$ cat src/design/speech_pkg.sv
`default_nettype none

package speech_pkg;

  // ====================================================================
  // Widths and limits
  // ====================================================================
  localparam int SAMPLE_W       = 8;
  localparam int WORD_W         = 32;
  localparam int FLASH_ADDR_W   = 23;
  localparam int BYTES_PER_WORD = 4;   // Samples packed in one flash word

  // Sample rate divisor, 50 MHz / 3472 is about 14.4 kHz
  localparam int DIV_W = 16;
  localparam logic [DIV_W-1:0] DEFAULT_DIVISOR = 16'd3472;
  localparam logic [DIV_W-1:0] SPEED_STEP      = 16'd100;
  localparam logic [DIV_W-1:0] MIN_DIVISOR     = 16'd200;
  localparam logic [DIV_W-1:0] MAX_DIVISOR     = 16'd6944;

  // ====================================================================
  // Phoneme tables
  // ====================================================================
  localparam int PHONEME_COUNT = 16;
  localparam int CODE_W        = 4;
  localparam logic [CODE_W-1:0] SILENT_CODE = 4'd0;
  localparam int MAX_WORDS = 8;                       // Longest phoneme
  localparam int WORDS_W   = $clog2(MAX_WORDS + 1);

  // First flash word of each code, phonemes stored back to back
  localparam logic [FLASH_ADDR_W-1:0] PHONEME_BASE [PHONEME_COUNT] = '{
    23'd16, 23'd20, 23'd25, 23'd28, 23'd34, 23'd42, 23'd44, 23'd51,
    23'd55, 23'd60, 23'd66, 23'd69, 23'd77, 23'd79, 23'd83, 23'd90
  };

  // Length in words, code 0 is the silent phoneme
  localparam logic [WORDS_W-1:0] PHONEME_WORDS [PHONEME_COUNT] = '{
    4'd4, 4'd5, 4'd3, 4'd6, 4'd8, 4'd2, 4'd7, 4'd4,
    4'd5, 4'd6, 4'd3, 4'd8, 4'd2, 4'd4, 4'd7, 4'd5
  };

  // Level meter
  localparam int LEVEL_WINDOW = 32;
  localparam int LED_COUNT    = 8;
  localparam int LEVEL_STEP   = 16;

  // ====================================================================
  // Types
  // ====================================================================
  typedef logic signed [SAMPLE_W-1:0] sample_t;

  typedef struct packed {
    logic up;
    logic down;
    logic reset;
  } speed_cmd_t;

  typedef struct packed {
    logic                    read;
    logic [FLASH_ADDR_W-1:0] address;
  } flash_cmd_t;

  typedef struct packed {
    logic              waitrequest;
    logic              readdatavalid;
    logic [WORD_W-1:0] readdata;
  } flash_rsp_t;

  typedef struct packed {
    logic              valid;
    logic [CODE_W-1:0] code;
  } phoneme_req_t;

  typedef struct packed {
    logic    valid;
    sample_t sample;
  } audio_out_t;

endpackage

`default_nettype wire

$ cat src/design/sample_rate_ctrl.sv
`timescale 1ns/1ns
`default_nettype none

module sample_rate_ctrl (
  input  wire                           CLK_50M,
  input  wire                           rst_n,
  input  wire speech_pkg::speed_cmd_t   speed,
  output logic [speech_pkg::DIV_W-1:0]  divisor,
  output logic                          sample_tick
);

  logic [speech_pkg::DIV_W-1:0] period;  // Divisor latched at the last wrap
  logic [speech_pkg::DIV_W-1:0] count;

  // Speed commands, reset wins over up, up over down
  always_ff @(posedge CLK_50M)
  begin
    if (!rst_n)
      divisor <= speech_pkg::DEFAULT_DIVISOR;
    else if (speed.reset)
      divisor <= speech_pkg::DEFAULT_DIVISOR;
    else if (speed.up)
    begin
      if (divisor < speech_pkg::MIN_DIVISOR + speech_pkg::SPEED_STEP)
        divisor <= speech_pkg::MIN_DIVISOR;       // Fastest rate
      else
        divisor <= divisor - speech_pkg::SPEED_STEP;
    end
    else if (speed.down)
    begin
      if (divisor > speech_pkg::MAX_DIVISOR - speech_pkg::SPEED_STEP)
        divisor <= speech_pkg::MAX_DIVISOR;       // Slowest rate
      else
        divisor <= divisor + speech_pkg::SPEED_STEP;
    end
  end

  // Tick on the last count of each period
  assign sample_tick = (count == period - 1'b1);

  always_ff @(posedge CLK_50M)
  begin
    if (!rst_n)
    begin
      count  <= '0;
      period <= speech_pkg::DEFAULT_DIVISOR;
    end
    else if (sample_tick)
    begin
      count  <= '0;
      period <= divisor;  // New rate starts here
    end
    else
      count <= count + 1'b1;
  end

  a_divisor_range: assert property (
    @(posedge CLK_50M) disable iff (!rst_n)
    (divisor >= speech_pkg::MIN_DIVISOR) && (divisor <= speech_pkg::MAX_DIVISOR)
  ) else $error("divisor %0d outside clamp range", divisor);

endmodule

`default_nettype wire

$ cat src/design/flash_reader.sv
`timescale 1ns/1ns
`default_nettype none

module flash_reader (
  input  wire                                  CLK_50M,
  input  wire                                  rst_n,
  input  wire                                  fetch_start,
  input  wire  [speech_pkg::FLASH_ADDR_W-1:0]  fetch_addr,
  output speech_pkg::flash_cmd_t               flash_cmd,
  input  wire speech_pkg::flash_rsp_t          flash_rsp,
  output logic                                 word_valid,
  output logic [speech_pkg::WORD_W-1:0]        word
);

  typedef enum logic [1:0] {S_IDLE, S_REQ, S_WAIT} state_t;

  state_t                            state;
  logic [speech_pkg::FLASH_ADDR_W-1:0] addr_q;

  always_ff @(posedge CLK_50M)
  begin
    if (!rst_n)
    begin
      state      <= S_IDLE;
      word_valid <= 1'b0;
    end
    else
    begin
      word_valid <= 1'b0;
      case (state)
        S_IDLE: if (fetch_start) state <= S_REQ;
        S_REQ:  if (!flash_rsp.waitrequest) state <= S_WAIT;  // Read accepted
        S_WAIT:
        begin
          if (flash_rsp.readdatavalid)
          begin
            state      <= S_IDLE;
            word_valid <= 1'b1;
          end
        end
        default: state <= S_IDLE;
      endcase
    end
  end

  // Address and returned word
  always_ff @(posedge CLK_50M)
  begin
    if (state == S_IDLE && fetch_start)
      addr_q <= fetch_addr;
    if (state == S_WAIT && flash_rsp.readdatavalid)
      word <= flash_rsp.readdata;
  end

  always_comb
  begin
    flash_cmd.read    = (state == S_REQ);
    flash_cmd.address = addr_q;
  end

  a_addr_hold: assert property (
    @(posedge CLK_50M) disable iff (!rst_n)
    flash_cmd.read && flash_rsp.waitrequest |=> flash_cmd.read && $stable(flash_cmd.address)
  ) else $error("flash read dropped or address moved during waitrequest");

  // Sequencer must wait for the previous word
  a_one_outstanding: assert property (
    @(posedge CLK_50M) disable iff (!rst_n)
    fetch_start |-> state == S_IDLE
  ) else $error("fetch_start while a flash read is outstanding");

endmodule

`default_nettype wire

$ cat src/design/sample_sequencer.sv
`timescale 1ns/1ns
`default_nettype none

module sample_sequencer (
  input  wire                                  CLK_50M,
  input  wire                                  rst_n,
  input  wire speech_pkg::phoneme_req_t        req,
  output logic                                 req_ready,
  input  wire                                  sample_tick,
  output logic                                 fetch_start,
  output logic [speech_pkg::FLASH_ADDR_W-1:0]  fetch_addr,
  input  wire                                  word_valid,
  input  wire  [speech_pkg::WORD_W-1:0]        word,
  output speech_pkg::audio_out_t               audio
);

  localparam int SMP_W  = $clog2(speech_pkg::MAX_WORDS * speech_pkg::BYTES_PER_WORD + 1);
  localparam int BYTE_W = $clog2(speech_pkg::BYTES_PER_WORD);

  logic                              busy;
  logic                              started;    // First sample is out
  logic                              silent_q;
  logic                              fetch_pending;
  logic                              play_full;
  logic                              pre_full;
  logic [BYTE_W-1:0]                 byte_cnt;
  logic [SMP_W-1:0]                  samples_left;
  logic [speech_pkg::WORDS_W-1:0]    words_left;  // Words not yet requested
  logic [speech_pkg::WORD_W-1:0]     play_buf;
  logic [speech_pkg::WORD_W-1:0]     pre_buf;
  logic                              audio_valid_q;
  speech_pkg::sample_t               sample_q;
  logic                              accept;
  logic                              consume;
  logic                              drain;
  logic                              finish;

  // ====================================================================
  // Handshakes and per-tick events
  // ====================================================================
  assign req_ready   = !busy;
  assign accept      = req.valid && req_ready;
  assign fetch_start = busy && (words_left != '0) && !fetch_pending && !pre_full;
  assign consume     = sample_tick && busy && (samples_left != '0) && (silent_q || play_full);
  assign drain       = consume && !silent_q &&
                       (byte_cnt == BYTE_W'(speech_pkg::BYTES_PER_WORD - 1));
  assign finish      = audio_valid_q && busy && (samples_left == '0);

  always_ff @(posedge CLK_50M)
  begin
    if (!rst_n)
    begin
      busy          <= 1'b0;
      started       <= 1'b0;
      silent_q      <= 1'b0;
      fetch_pending <= 1'b0;
      play_full     <= 1'b0;
      pre_full      <= 1'b0;
      byte_cnt      <= '0;
      samples_left  <= '0;
      words_left    <= '0;
      audio_valid_q <= 1'b0;
    end
    else
    begin
      audio_valid_q <= consume;
      if (accept)
      begin
        busy         <= 1'b1;
        started      <= 1'b0;
        silent_q     <= (req.code == speech_pkg::SILENT_CODE);
        samples_left <= SMP_W'(speech_pkg::PHONEME_WORDS[req.code]) *
                        SMP_W'(speech_pkg::BYTES_PER_WORD);
        words_left   <= (req.code == speech_pkg::SILENT_CODE) ?
                        '0 : speech_pkg::PHONEME_WORDS[req.code];  // Silence reads nothing
        byte_cnt     <= '0;
        play_full    <= 1'b0;
        pre_full     <= 1'b0;
      end
      else
      begin
        if (finish)
          busy <= 1'b0;
        if (consume)
        begin
          started      <= 1'b1;
          samples_left <= samples_left - 1'b1;
          byte_cnt     <= byte_cnt + 1'b1;
        end
        if (word_valid)
          fetch_pending <= 1'b0;
        if (fetch_start)
        begin
          fetch_pending <= 1'b1;
          words_left    <= words_left - 1'b1;
        end

        // Word slots, a returning word never meets a full prefetch slot
        if (drain)
        begin
          play_full <= pre_full || word_valid;
          pre_full  <= 1'b0;
        end
        else if (word_valid)
        begin
          if (play_full)
            pre_full <= 1'b1;
          else
            play_full <= 1'b1;
        end
      end
    end
  end

  // ====================================================================
  // Address walk, word buffers and sample output
  // ====================================================================
  always_ff @(posedge CLK_50M)
  begin
    if (accept)
      fetch_addr <= speech_pkg::PHONEME_BASE[req.code];
    else if (fetch_start)
      fetch_addr <= fetch_addr + 1'b1;

    if (drain)
      play_buf <= pre_full ? pre_buf : word;
    else
    begin
      if (consume)
        play_buf <= play_buf >> speech_pkg::SAMPLE_W;  // Low byte plays first
      if (word_valid && !play_full)
        play_buf <= word;
    end

    if (word_valid && play_full && !drain)
      pre_buf <= word;

    if (consume)
      sample_q <= silent_q ? '0 : play_buf[speech_pkg::SAMPLE_W-1:0];
  end

  always_comb
  begin
    audio.valid  = audio_valid_q;
    audio.sample = sample_q;
  end

  // Prefetch has to keep ahead of the sample rate
  a_no_underrun: assert property (
    @(posedge CLK_50M) disable iff (!rst_n)
    sample_tick && busy && started && (samples_left != '0) && !silent_q |-> play_full
  ) else $error("sample tick found no word ready");

endmodule

`default_nettype wire

$ cat src/design/level_meter.sv
`timescale 1ns/1ns
`default_nettype none

module level_meter (
  input  wire                                CLK_50M,
  input  wire                                rst_n,
  input  wire speech_pkg::audio_out_t        audio,
  output logic [speech_pkg::LED_COUNT-1:0]   leds
);

  localparam int SHIFT = $clog2(speech_pkg::LEVEL_WINDOW);
  localparam int SUM_W = speech_pkg::SAMPLE_W + SHIFT;  // 32 x 128 fits

  logic [SHIFT-1:0]                  count;
  logic [SUM_W-1:0]                  sum;
  logic [SUM_W-1:0]                  sum_next;
  logic [speech_pkg::SAMPLE_W-1:0]   mag;
  logic [speech_pkg::SAMPLE_W-1:0]   avg;
  logic [speech_pkg::LED_COUNT-1:0]  bar;

  always_comb
  begin
    // Magnitude of -128 comes out as 8'h80
    mag      = audio.sample[speech_pkg::SAMPLE_W-1] ? ~audio.sample + 1'b1 : audio.sample;
    sum_next = sum + SUM_W'(mag);
    avg      = sum_next[SUM_W-1:SHIFT];  // Divide by window length
    for (int i = 0; i < speech_pkg::LED_COUNT; i++)
      bar[i] = avg > speech_pkg::SAMPLE_W'(i * speech_pkg::LEVEL_STEP);
  end

  always_ff @(posedge CLK_50M)
  begin
    if (!rst_n)
    begin
      count <= '0;
      sum   <= '0;
      leds  <= '0;
    end
    else if (audio.valid)
    begin
      count <= count + 1'b1;  // Wraps at window end
      if (count == SHIFT'(speech_pkg::LEVEL_WINDOW - 1))
      begin
        sum  <= '0;
        leds <= bar;
      end
      else
        sum <= sum_next;
    end
  end

endmodule

`default_nettype wire

$ cat src/design/speech_player.sv
`timescale 1ns/1ns
`default_nettype none

module speech_player (
  input  wire                                CLK_50M,
  input  wire                                rst_n,
  input  wire speech_pkg::phoneme_req_t      req,
  output logic                               req_ready,
  input  wire speech_pkg::speed_cmd_t        speed,
  output speech_pkg::flash_cmd_t             flash_cmd,
  input  wire speech_pkg::flash_rsp_t        flash_rsp,
  output speech_pkg::audio_out_t             audio,
  output logic [speech_pkg::LED_COUNT-1:0]   leds,
  output logic [speech_pkg::DIV_W-1:0]       divisor
);

  logic                                sample_tick;
  logic                                fetch_start;
  logic [speech_pkg::FLASH_ADDR_W-1:0] fetch_addr;
  logic                                word_valid;
  logic [speech_pkg::WORD_W-1:0]       word;

  // ====================================================================
  // Sample rate, flash fetch, playback and level display
  // ====================================================================
  sample_rate_ctrl u_rate (
    .CLK_50M     (CLK_50M),
    .rst_n       (rst_n),
    .speed       (speed),
    .divisor     (divisor),
    .sample_tick (sample_tick)
  );

  flash_reader u_flash (
    .CLK_50M     (CLK_50M),
    .rst_n       (rst_n),
    .fetch_start (fetch_start),
    .fetch_addr  (fetch_addr),
    .flash_cmd   (flash_cmd),
    .flash_rsp   (flash_rsp),
    .word_valid  (word_valid),
    .word        (word)
  );

  sample_sequencer u_seq (
    .CLK_50M     (CLK_50M),
    .rst_n       (rst_n),
    .req         (req),
    .req_ready   (req_ready),
    .sample_tick (sample_tick),
    .fetch_start (fetch_start),
    .fetch_addr  (fetch_addr),
    .word_valid  (word_valid),
    .word        (word),
    .audio       (audio)
  );

  level_meter u_meter (
    .CLK_50M (CLK_50M),
    .rst_n   (rst_n),
    .audio   (audio),   // Same stream as the top output
    .leds    (leds)
  );

endmodule

`default_nettype wire

$ cat config.mk
export PLATFORM = sky130hd
export DESIGN_NAME = speech_player
export DESIGN_NICKNAME = d
export VERILOG_FILES = /design/src/design/speech_pkg.sv /design/src/design/sample_rate_ctrl.sv /design/src/design/flash_reader.sv /design/src/design/sample_sequencer.sv /design/src/design/level_meter.sv /design/src/design/speech_player.sv
export SDC_FILE = /design/constraint.sdc
export NUM_CORES = 1
export LEC_CHECK = 0
export BUFFER_PORTS_ARGS = -buffer_cell sky130_fd_sc_hd__buf_2
export CAP_MARGIN = 30
export CORE_AREA = 2 2 152 154
export CTS_CLUSTER_SIZE = 16
export DETAILED_ROUTE_END_ITERATION = 8
export DIE_AREA = 0 0 154 156
export PLACE_DENSITY = 0.71
export RECOVER_POWER = 100
export SLEW_MARGIN = 20
export SYNTH_ARGS = -nofsm -noshare
export SYNTH_HDL_FRONTEND = slang
export SYNTH_SLANG_ARGS = --single-unit
$ cat constraint.sdc
create_clock -name CLK_50M -period 6.4 [get_ports CLK_50M]
set_clock_uncertainty 0.2 [all_clocks]
set_input_delay 0.32 -clock CLK_50M [delete_from_list [all_inputs] [get_ports CLK_50M]]
set_output_delay 0.32 -clock CLK_50M [all_outputs]
set_load 0.005 [all_outputs]
==> results.txt, run 1 <==
- At the pin with the least slew margin, the transition time is 1.86 ns.
- Run status: finished, violations left
- In this run the critical register-to-register path is launched from u_rate.period[4].
- Routed met2 length: 11500 microns
- Counting stages on the worst path, the most repeated cell is sky130_fd_sc_hd__nor4_1.
- Clock latency on the worst-skew pair: 0.53 ns
* Warning count from the yosys run: 0
- Internal reg-to-reg setup slack: 1.69 ns
- Master of the slowest instance on the critical path: sky130_fd_sc_hd__nor4_1
- The worst pin sits at a relative slew slack of -23.9%.
- Layout area overhead: 15.6%
- Post-synthesis register bit count: 241
* Syn avg cell area: 10.5 sq um
* First-pass DRT Iterations: 5
- Leakage power of the design: 4.95 nW
* Max FO, Critical Path: 21
- Worst endpoint required time: 6.58 ns
- Wires add up to 24500 microns.
* Post-synth top flop: sky130_fd_sc_hd__edfxtp_1
- The most common cell in the synthesized netlist is sky130_fd_sc_hd__nor2_1.
- Global routing finished with a remaining overflow of 0.
* Share of the synthesized area in the top cell type: 38.5%
- Number of design rule violations left after detail routing: 0
* Via total after detailed routing: 8589
* Unrepaired setup endpoints after global routing: false
- In the detailed route, the total length drawn on met3 is 1200 microns.
- The tool flagged a number of max-cap violations equal to 3.
- Post-synthesis cell count: 1118
- Ant diodes: 0
- Worst path cell trace: nor4_1, nand3_1, a211oi_1, nand4_1, nor4_1, clkbuf_1, nand2b_1, nor2_1
- # port buffers: 99
* Synth Cell Area: 11700 sq um
- Worst hold path stage count: 3
* EDFF count, synth: 150
- FP Rows: 55
* Worst path buffer plus inverter count: 1
- Dividing the detail-routed wire length by the instance count gives 16.0 microns.
- The worst setup path is captured at a register.
- Mean number of vias per cell: 5.59
- The highest layer touched by signal routing is met4.
- Final critical delay including setup and external delays: 4.71 ns
* Number of antenna-violating nets in the routed design: 0
* DR iter-0 viols: 515
* Post-placement setup slack: 2.65 ns
- Count of clock tree sinks: 241
- Counting along the longest clock path gives a buffer depth of 3.
- Number of global-route vias before repair: 8172
- The floorplan step defined a core boundary enclosing 22400 sq um.
* Io pins: 102
* Clock input transition at the sequential cells of the worst setup and hold paths: 0.06 ns
- HP Class: in -> reg
- Data arrival time at the worst-slack endpoint: 4.90 ns
* Cell types with the largest area share after synthesis: sky130_fd_sc_hd__edfxtp_1 (39%), sky130_fd_sc_hd__dfxtp_1 (16%), sky130_fd_sc_hd__nor2_1 (5.0%)
- TritonCTS built the clock tree.
* Register-to-Register Path Depth: 8
- For this run, the slowest stage of the critical path takes 1.24 ns.
- End of the worst register-to-register path: u_rate.count[6]
* Pins Over Slew Limit: 72
* Initial core utilization: 52.3%
- CTS built an H-tree with a depth of 1.
* Length of routed wiring on met1: 11300 microns
- The netlist uses 72 different library cells.
- In the post-route analysis, the smallest setup slack over all paths is 1.69 ns.
* Gp weighted congestion: 0.842
* Sequential cell area fraction in the yosys report: 54.1%
* TNS Setup: 0 ns
- Die span in x: 154 microns
- Final cycle utilization of the critical path: 73.7%
* Classification of the worst setup path: reg -> reg
- The root buffer cell chosen for the clock tree is sky130_fd_sc_hd__clkbuf_16.
- Kind of launch point of the worst setup path: register
- Global routing consumed, over all layers together, 20.3% of the routing resources.
- In the final layout, the share of cells above drive strength 1 is 11.7%.
- Final net count: 1308
- The synthesized design spends more area on one cell type than any other, namely sky130_fd_sc_hd__edfxtp_1.
- The die is 156 microns tall.
- VDD sags by at most 220 uV.
- Cell family contributing the most delay on the critical path: simple AND/OR/NAND/NOR gates
- Detailed placement ended at an HPWL of 16000 microns.
- Core occupancy in the finished layout: 60.4%
* First-pass GRT wire length: 40600 microns
- Maximum achievable frequency: 0.212 GHz
- Endpoint of the worst hold path: u_rate.divisor[7]
- Initial antenna violation count: 0
* Most common library cells after synthesis: sky130_fd_sc_hd__nor2_1 (155), sky130_fd_sc_hd__edfxtp_1 (150), sky130_fd_sc_hd__dfxtp_1 (91), sky130_fd_sc_hd__nand2_1 (82), sky130_fd_sc_hd__clkbuf_1 (47)
- Total of endpoints with negative setup slack in the final report: 0
- The number of endpoints with negative hold slack in the final report is 0.
- The final reports fail on capacitance limit, slew limit.
- The worst hold path begins at speed[2].
- Fraction of registers with async set/reset: 0%
* Floorplan die area: 24000 sq um
- Entering global routing, the biggest net connects 38 pins.
- Cell area power density: 255 nW/um^2
- Clock buffer count from CTS: 26
[cell families after synthesis]
family	after synthesis	synth area share (%)
xor+xnor	73	5.53
flops	241	54.1
compound gates	217	13.5
fa+ha+maj	31	3.38
simple gates	435	18.4
other cells	1	0.0321
buf+inv	100	3.39
mux	20	1.71
[stage by stage]
step | power [mW] | area, sq um | hold slack (ns) | instances
after global routing | 3.57 | 13500 | 0.156 | 1537
final | 3.44 | 13500 | 0.102 | 1537
after detailed placement | 2.02 | 12400 | 0.235 | 1452
after floorplan | 1.94 | 11700 | 0.219 | 1119
after global placement | 2.01 | 12400 | 0.232 | 1452
after CTS | 3.47 | 13600 | 0.0178 | 1536
[placed cells by master (no fill, tap or decap), types with 24 or more instances in the layout]
cell type,n
sky130_fd_sc_hd__nor2_1,154
sky130_fd_sc_hd__edfxtp_1,150
sky130_fd_sc_hd__dfxtp_1,91
sky130_fd_sc_hd__nand2_1,82
sky130_fd_sc_hd__buf_2,71
sky130_fd_sc_hd__o21ai_0,44
sky130_fd_sc_hd__a21oi_1,42
sky130_fd_sc_hd__nand2b_1,40
sky130_fd_sc_hd__clkbuf_1,39
sky130_fd_sc_hd__xor2_1,38
sky130_fd_sc_hd__dlygate4sd3_1,37
sky130_fd_sc_hd__inv_1,36
sky130_fd_sc_hd__xnor2_1,34
sky130_fd_sc_hd__ha_1,30
sky130_fd_sc_hd__nand3_1,28
sky130_fd_sc_hd__clkbuf_16,27
sky130_fd_sc_hd__o221a_2,24
[flip-flops by register name, indices dropped and copies added, names as in the netlist, 4 cells and up]
| signal | cells |
|---|---|
| u_seq.fetch_addr | 23 |
| u_meter.count | 5 |
| u_rate.period | 14 |
| u_rate.divisor | 14 |
| u_seq.play_buf | 32 |
| u_meter.leds | 8 |
| u_seq.words_left | 4 |
| u_seq.pre_buf | 32 |
| u_rate.count | 16 |
| u_meter.sum | 13 |
| u_seq.sample_q | 8 |
| u_flash.addr_q | 23 |
| u_seq.samples_left | 6 |
| u_flash.word | 32 |
[tightest hold or removal path, cell delays in order]
cell,delay (ns)
sky130_fd_sc_hd__buf_2,0.20
sky130_fd_sc_hd__o21ai_0,0.11
sky130_fd_sc_hd__o311ai_0,0.13
[power by group]
part	internal, mW	switching (mW)
clock network	0.842	0.600
logic	0.0997	0.129
registers	1.72	0.0532
total	2.66	0.783
[layer usage]
layer	vias up	GRT usage (%)
met5	-	0
met4	0	5.74
met3	38	3.31
met2	232	33.3
met1	4030	28.0
li1	4289	-
[final cells by class]
type / count / area (sq um)
Multi-Input combinational cell: 778 / 4960
Clock inverter: 14 / 100
Sequential cell: 241 / 6330
Fill cell: 1880 / 8850
Inverter: 37 / 139
Tap cell: 285 / 357
Timing Repair Buffer: 149 / 906
Clock buffer: 33 / 728
[worst max-delay path by stage]
stage / start / end / depth (start not counted)
global placement: u_rate.period[4] / u_seq.play_buf[20] / 7
CTS: u_seq.sample_q[0] / u_meter.leds[5] / 13
floorplan: u_seq.words_left[0] / u_flash.addr_q[0] / 4
global route: u_rate.period[4] / u_rate.count[6] / 8
detailed placement: u_rate.period[4] / u_seq.play_buf[13] / 7
finish: u_rate.period[4] / u_rate.count[6] / 8
[what timing repair did]
item	4_1_cts	5_1_grt
buffers inserted	0	0
endpoints found under the hold margin	40	0
resized for setup	0	0
hold buffers	37	0
setup endpoints to repair	0	0
Note: power is estimated with default switching activity, not from simulation.
==> run 2: changes to the inputs <==
==> constraint.sdc (replaced) <==
create_clock -name CLK_50M -period 4.63 [get_ports CLK_50M]
set_clock_uncertainty 0.2 [all_clocks]
set_input_delay 0.2315 -clock CLK_50M [delete_from_list [all_inputs] [get_ports CLK_50M]]
set_output_delay 0.2315 -clock CLK_50M [all_outputs]
set_load 0.005 [all_outputs]
==> results.txt, run 2 (same netlist as run 1, synthesis figures left out) <==
- Core occupancy in the finished layout: 61.0%
* Worst Hold Launch: req[2]
- Kind of launch point of the worst setup path: register
- Layout area overhead: 16.6%
- The max-slew violation count was 71.
* DR iter-0 viols: 522
* Height of the die: 156 microns
- OpenSTA, run right after detailed placement, puts the worst setup slack at 1.05 ns.
- In this run the horizontal extent of the chip is 154 microns.
- Leakage power of the design: 5.03 nW
* Number of gates resized after cts: 0
- After clock tree synthesis, the flow added hold-fix buffers numbering 40.
* TNS Setup: 0 ns
- Most common cell after layout, fill and taps aside: sky130_fd_sc_hd__nor2_1
- The flow ran to the end, but the final reports show violations.
- Transition at the pin with the smallest max-transition slack: 1.83 ns
- Total gr overflow: 0
* Via total after detailed routing: 8639
- Number of antenna-violating nets in the routed design: 0
- Area occupied by registers: 6330 sq um
- Max rail drop VDD: 295 uV
- Final net count: 1314
- The clock drives 241 sinks.
- The largest registers in the layout are u_flash.word: 32 flops, u_seq.play_buf: 32 flops, u_seq.pre_buf: 32 flops.
- Once the clock tree was built, the setup fixing pass inserted 0 buffers.
- The floorplan step defined a die boundary enclosing 24000 sq um.
* Average wire per standard cell: 16.1 microns
* Maximum number of pins on one net before global-route repair: 38
- The final reports fail on capacitance limit, slew limit.
- In this run the tightest slew margin relative to its limit is -22.1%.
- Final cycle utilization of the critical path: 87.0%
- The root buffer cell chosen for the clock tree is sky130_fd_sc_hd__clkbuf_16.
- Before antenna repair, the detailed router went through 5 iterations.
* Total half-perimeter wirelength after legalization and detailed placement: 16200 microns
- After detailed routing, the total wire length is 24900 microns.
- Classification of the worst setup path: reg -> reg
* Clock buffer count from CTS: 27
- Maximum achievable frequency: 0.248 GHz
- CTS built an H-tree with a depth of 1.
* Launch point of the worst path: u_rate.period[4]
* Gp weighted congestion: 0.863
* Data arrival time at the worst-slack endpoint: 3.93 ns
- Total of endpoints with negative setup slack in the final report: 0
- 102 I/O pins were placed.
- Unrepaired setup endpoints after global routing: false
- The total area inside the core boundary comes to 22400 sq um.
- Ant diodes: 0
- Clock input transition at the sequential cells of the worst setup and hold paths: 0.06 ns
- Cell area power density: 358 nW/um^2
* Mean number of vias per cell: 5.59
* Number of design rule violations left after detail routing: 0
- STA classifies the critical path endpoint as a register.
- Top library cells by usage in the layout, fill and taps aside: sky130_fd_sc_hd__nor2_1 (154), sky130_fd_sc_hd__edfxtp_1 (150), sky130_fd_sc_hd__dfxtp_1 (91), sky130_fd_sc_hd__nand2_1 (82), sky130_fd_sc_hd__buf_2 (81)
- Across the run, the number of max-cap violations was 2.
- Clock latency on the worst-skew pair: 0.53 ns
- Placed cell count: 1454
- The initial antenna violation count is 0.
- Counting the fill cells in the layout gives 1849.
* CTS tree: built
- Global routing used 20.4% of the available tracks across all layers.
* Post-layout instance count excluding filler cells: 1545
* Worst endpoint required time: 4.54 ns
- The number of endpoints with negative hold slack in the final report came to 0.
- The worst register-to-register path begins at u_rate.period[4].
- The worst path meets setup with 0.602 ns of slack.
* Total power draw: 4.88 mW
* # port buffers: 99
- The post-route netlist has 13.2% of its cells at a drive strength greater than 1.
- Final critical delay including setup and external delays: 4.03 ns
* First-pass GRT wire length: 40400 microns
- Once the floorplan was initialized, standard cells occupied 52.3% of the core.
- Area occupied by multi-input gates: 4980 sq um
* Number of global-route vias before repair: 8129
- FP Rows: 55
- Max FO, Critical Path: 32
- The min-delay analysis places its worst path in the category in -> reg.
- In this run the deepest clock path goes through 3 buffers.
==> run 2: worst max-delay path, cell delays in order, from the launching register on <==
cell                       delay [ns]
sky130_fd_sc_hd__dfxtp_1         0.36
sky130_fd_sc_hd__nor4_2          0.80
sky130_fd_sc_hd__nand3_1         0.16
sky130_fd_sc_hd__a211oi_1        0.41
sky130_fd_sc_hd__nand4b_1        0.20
sky130_fd_sc_hd__or4_1           0.71
sky130_fd_sc_hd__and3_1          0.27
sky130_fd_sc_hd__clkbuf_2        0.48
==> run 2: final timing paths <==
| check | to | slack [ns] | depth (start not counted) |
|---|---|---|---|
| hold / removal | u_seq.fetch_addr[1] | 0.08 | 3 |
| setup / recovery | u_seq.pre_buf[26] | 0.60 | 7 |
| setup reg to reg | u_seq.pre_buf[26] | 0.60 | 7 |
| hold reg to reg | u_seq.pre_buf[26] | 0.25 | 0 |
==> run 2: per-stage QoR <==
| stage | area, sq um | hold WS [ns] |
|---|---|---|
| final | 13600 | 0.0777 |
| after global routing | 13600 | 0.116 |
| after CTS | 13700 | 0.0507 |
| after detailed placement | 12400 | 0.210 |
| after global placement | 12400 | 0.208 |
| after floorplan | 11700 | 0.130 |
==> run 2: report_power, final <==
| group | internal (mW) | switching (mW) |
|---|---|---|
| clock network | 1.24 | 0.864 |
| registers | 2.37 | 0.0740 |
| logic | 0.141 | 0.180 |
==> run 2: per-layer routing <==
metal	vias to the layer above	track usage (%)	wire length (microns)
met4	0	6.28	494
met1	4068	28.2	11500
li1	4302	-	-
met5	-	0	0
met3	39	2.89	1260
met2	230	33.4	11600
==> run 2: area by class of cell <==
class	count	share of cell area (%)
well taps	285	2.62
repair buffers	154	7.01
flip-flops and latches	241	46.4
multi-input cells	778	36.5
clock inverters	19	1.36
inverters	37	1.02
clock buffers	31	5.07
==> run 3: changes to the inputs <==
--- a/config.mk
+++ b/config.mk
@@ -11,6 +11,7 @@
 export CTS_CLUSTER_SIZE = 16
 export DETAILED_ROUTE_END_ITERATION = 8
 export DIE_AREA = 0 0 154 156
+export HOLD_SLACK_MARGIN = 0.15
 export PLACE_DENSITY = 0.71
 export RECOVER_POWER = 100
 export SLEW_MARGIN = 20
==> results.txt, run 3 (same netlist as run 1, synthesis figures left out) <==
* Clock tree buffer depth: 3
- CTS tree: built
- Maximum achievable frequency: 0.248 GHz
- Fraction of layout instances using a drive strength above 1: 13.1%
- Max FO, Critical Path: 32
- The checks that failed: capacitance limit, slew limit.
- The critical path runs through a total of 7 cells.
- Initial antenna violation count: 0
- Internal reg-to-reg setup slack: 0.60 ns
* Mean number of vias per cell: 5.58
- Entering global routing, the biggest net connects 38 pins.
* GR Layer Usage met1: 28.2%
- First-pass GRT wire length: 40400 microns
- Most common cell after layout, fill and taps aside: sky130_fd_sc_hd__nor2_1
- The count of buffers added on input and output ports is 99.
- FP Rows: 55
- Total setup buffers inserted after CTS: 0
* Met2 Track Usage GR: 33.4%
* Top library cells by usage in the layout, fill and taps aside: sky130_fd_sc_hd__nor2_1 (154), sky130_fd_sc_hd__edfxtp_1 (150), sky130_fd_sc_hd__dfxtp_1 (91), sky130_fd_sc_hd__nand2_1 (82), sky130_fd_sc_hd__buf_2 (79)
* Data arrival time at the worst-slack endpoint: 3.94 ns
* Io pins: 102
- STA classifies the critical path startpoint as a register.
- Traced cell by cell, the critical path runs through nor4_2, nand3_1, a211oi_1, nand4b_1, or4_1, and3_1, clkbuf_2.
- Number of antenna-violating nets in the routed design: 0
- In the finished design, the share of the clock period the worst path needs comes to 87.0%.
- For this design the ratio of total power to cell area is 357 nW/um^2.
- For the worst setup path, the data required time is 4.54 ns.
- Delay contributed by the slowest stage of the critical path: 0.80 ns
- Total half-perimeter wirelength after legalization and detailed placement: 16200 microns
- The critical path ends at u_seq.pre_buf[26].
* Cell family contributing the most delay on the critical path: simple AND/OR/NAND/NOR gates
- The tightest min-delay check is of the in -> reg type.
- Met3 Track Usage GR: 2.89%
* Initial core utilization: 52.3%
* Clock input transition at the sequential cells of the worst setup and hold paths: 0.06 ns
- Count of hold-fix buffers inserted at cts: 44
* Relative slew slack: -20.1%
- Global routing used 20.4% of the available tracks across all layers.
* Leading registers by flop count: u_flash.word: 32 flops, u_seq.play_buf: 32 flops, u_seq.pre_buf: 32 flops
- Routability-driven placement finished with a final weighted congestion of 0.863.
- The startpoint identified for the worst register-to-register timing path is u_rate.period[4].
- After detailed routing, the average wire length per cell comes to 16.1 microns.
* Worst path buffer plus inverter count: 1
- STA classifies the critical path endpoint as a register.
- Height of the die: 156 microns
- The worst-case IR drop observed on VDD is 295 uV.
- The later pin in the worst-skew pair is clocked with a latency of 0.53 ns.
- Classification of the worst setup path: reg -> reg
- TNS Setup: 0 ns
- For the pin with the worst max-slew slack, the measured transition is 1.80 ns.
- The first routing iteration left 501 violations.
* First-pass DRT Iterations: 6
* Die span in x: 154 microns
- The core region is 22400 sq um.
* Run status: finished, violations left
- CTS saw 241 sinks.
- After global routing, the most crowded layer is met2.
* Clock Root Buffer: sky130_fd_sc_hd__clkbuf_16
- End of the worst register-to-register path: u_seq.pre_buf[26]
- Hold timing on the final database bottoms out at a slack of 0.205 ns.
* Total of endpoints with negative setup slack in the final report: 0
- 0 antenna diodes ended up in the layout.
- Unrepaired setup endpoints after global routing: false
- Final net count: 1318
- Register-to-Register Path Depth: 7
- The max-slew violation count came to 71.
- Wire length after detailed routing: 24900 microns
- Max-cap violations in this run came to 2.
- Number of design rule violations left after detail routing: 0
- Total gr overflow: 0
- Master of the slowest instance on the critical path: sky130_fd_sc_hd__nor4_2
* Floorplan die area: 24000 sq um
- Once the clock tree was built, the resizer swapped 0 gates to a different size.
* H-Tree Level Count: 1
- From synthesis to final layout, the design area changed by 17.0%.
* Via total after detailed routing: 8641
- Launch point of the worst path: u_rate.period[4]
* Clock buffer count from CTS: 27
- The number of endpoints with negative hold slack in the final report came to 0.
- Leakage power of the design: 5.04 nW
- Final critical delay including setup and external delays: 4.03 ns
- The via count of the first global-routing pass was 8138.
-- run 3: power breakdown --
group          switching, mW  leakage [nW]  internal (mW)
Sequential            0.0740          2.11           2.37
Combinational          0.180          2.51          0.144
Clock                  0.865         0.427           1.24
Total                   1.12          5.04           3.76
-- run 3: worst min path at each step --
| stage | to | slack, ns | cells past startpoint | from |
|---|---|---|---|---|
| CTS | u_flash.word[28] | 0.18 | 2 | flash_rsp[28] |
| global placement | u_flash.word[29] | 0.21 | 1 | flash_rsp[29] |
| detailed placement | u_flash.word[17] | 0.21 | 1 | flash_rsp[17] |
| global route | u_flash.word[29] | 0.19 | 2 | flash_rsp[29] |
| finish | u_flash.word[14] | 0.20 | 2 | flash_rsp[14] |
| floorplan | u_flash.word[0] | 0.13 | 0 | flash_rsp[0] |
-- run 3: worst register-to-register path, stage by stage (launching register included) --
cell and delay [ns]:
sky130_fd_sc_hd__dfxtp_1 0.36, sky130_fd_sc_hd__nor4_2 0.80, sky130_fd_sc_hd__nand3_1 0.16, sky130_fd_sc_hd__a211oi_1 0.41, sky130_fd_sc_hd__nand4b_1 0.20, sky130_fd_sc_hd__or4_1 0.71, sky130_fd_sc_hd__and3_1 0.27, sky130_fd_sc_hd__clkbuf_2 0.47
-- run 3: cell type report --
class,instances,area (sq um)
fill,1839,8690
sequential,241,6330
multi-input combinational,778,4980
timing repair buffer,158,997
clock buffer,31,691
tap,285,357
clock inverter,19,185
inverter,37,139
-- run 3: per-stage QoR --
stage          instance area (sq um)  worst slack [ns]  total power [mW]  utilization, %  cells
2_1_floorplan                  11700             0.623              2.68               -   1119
3_3_place_gp                   12400              1.11              2.78            55.5   1453
3_5_place_dp                   12400              1.05              2.79            55.5   1454
4_1_cts                        13700              1.05              4.91            61.4   1548
5_1_grt                        13700             0.323              5.05            61.1   1549
6_report                       13700             0.602              4.88            61.1   1549
-- run 3: per-layer routing --
metal | part of all wire [%] | vias to the layer above
met5 | 0 | -
met4 | 2.1 | 0
met3 | 5.1 | 43
met2 | 47 | 234
met1 | 46 | 4056
li1 | - | 4308
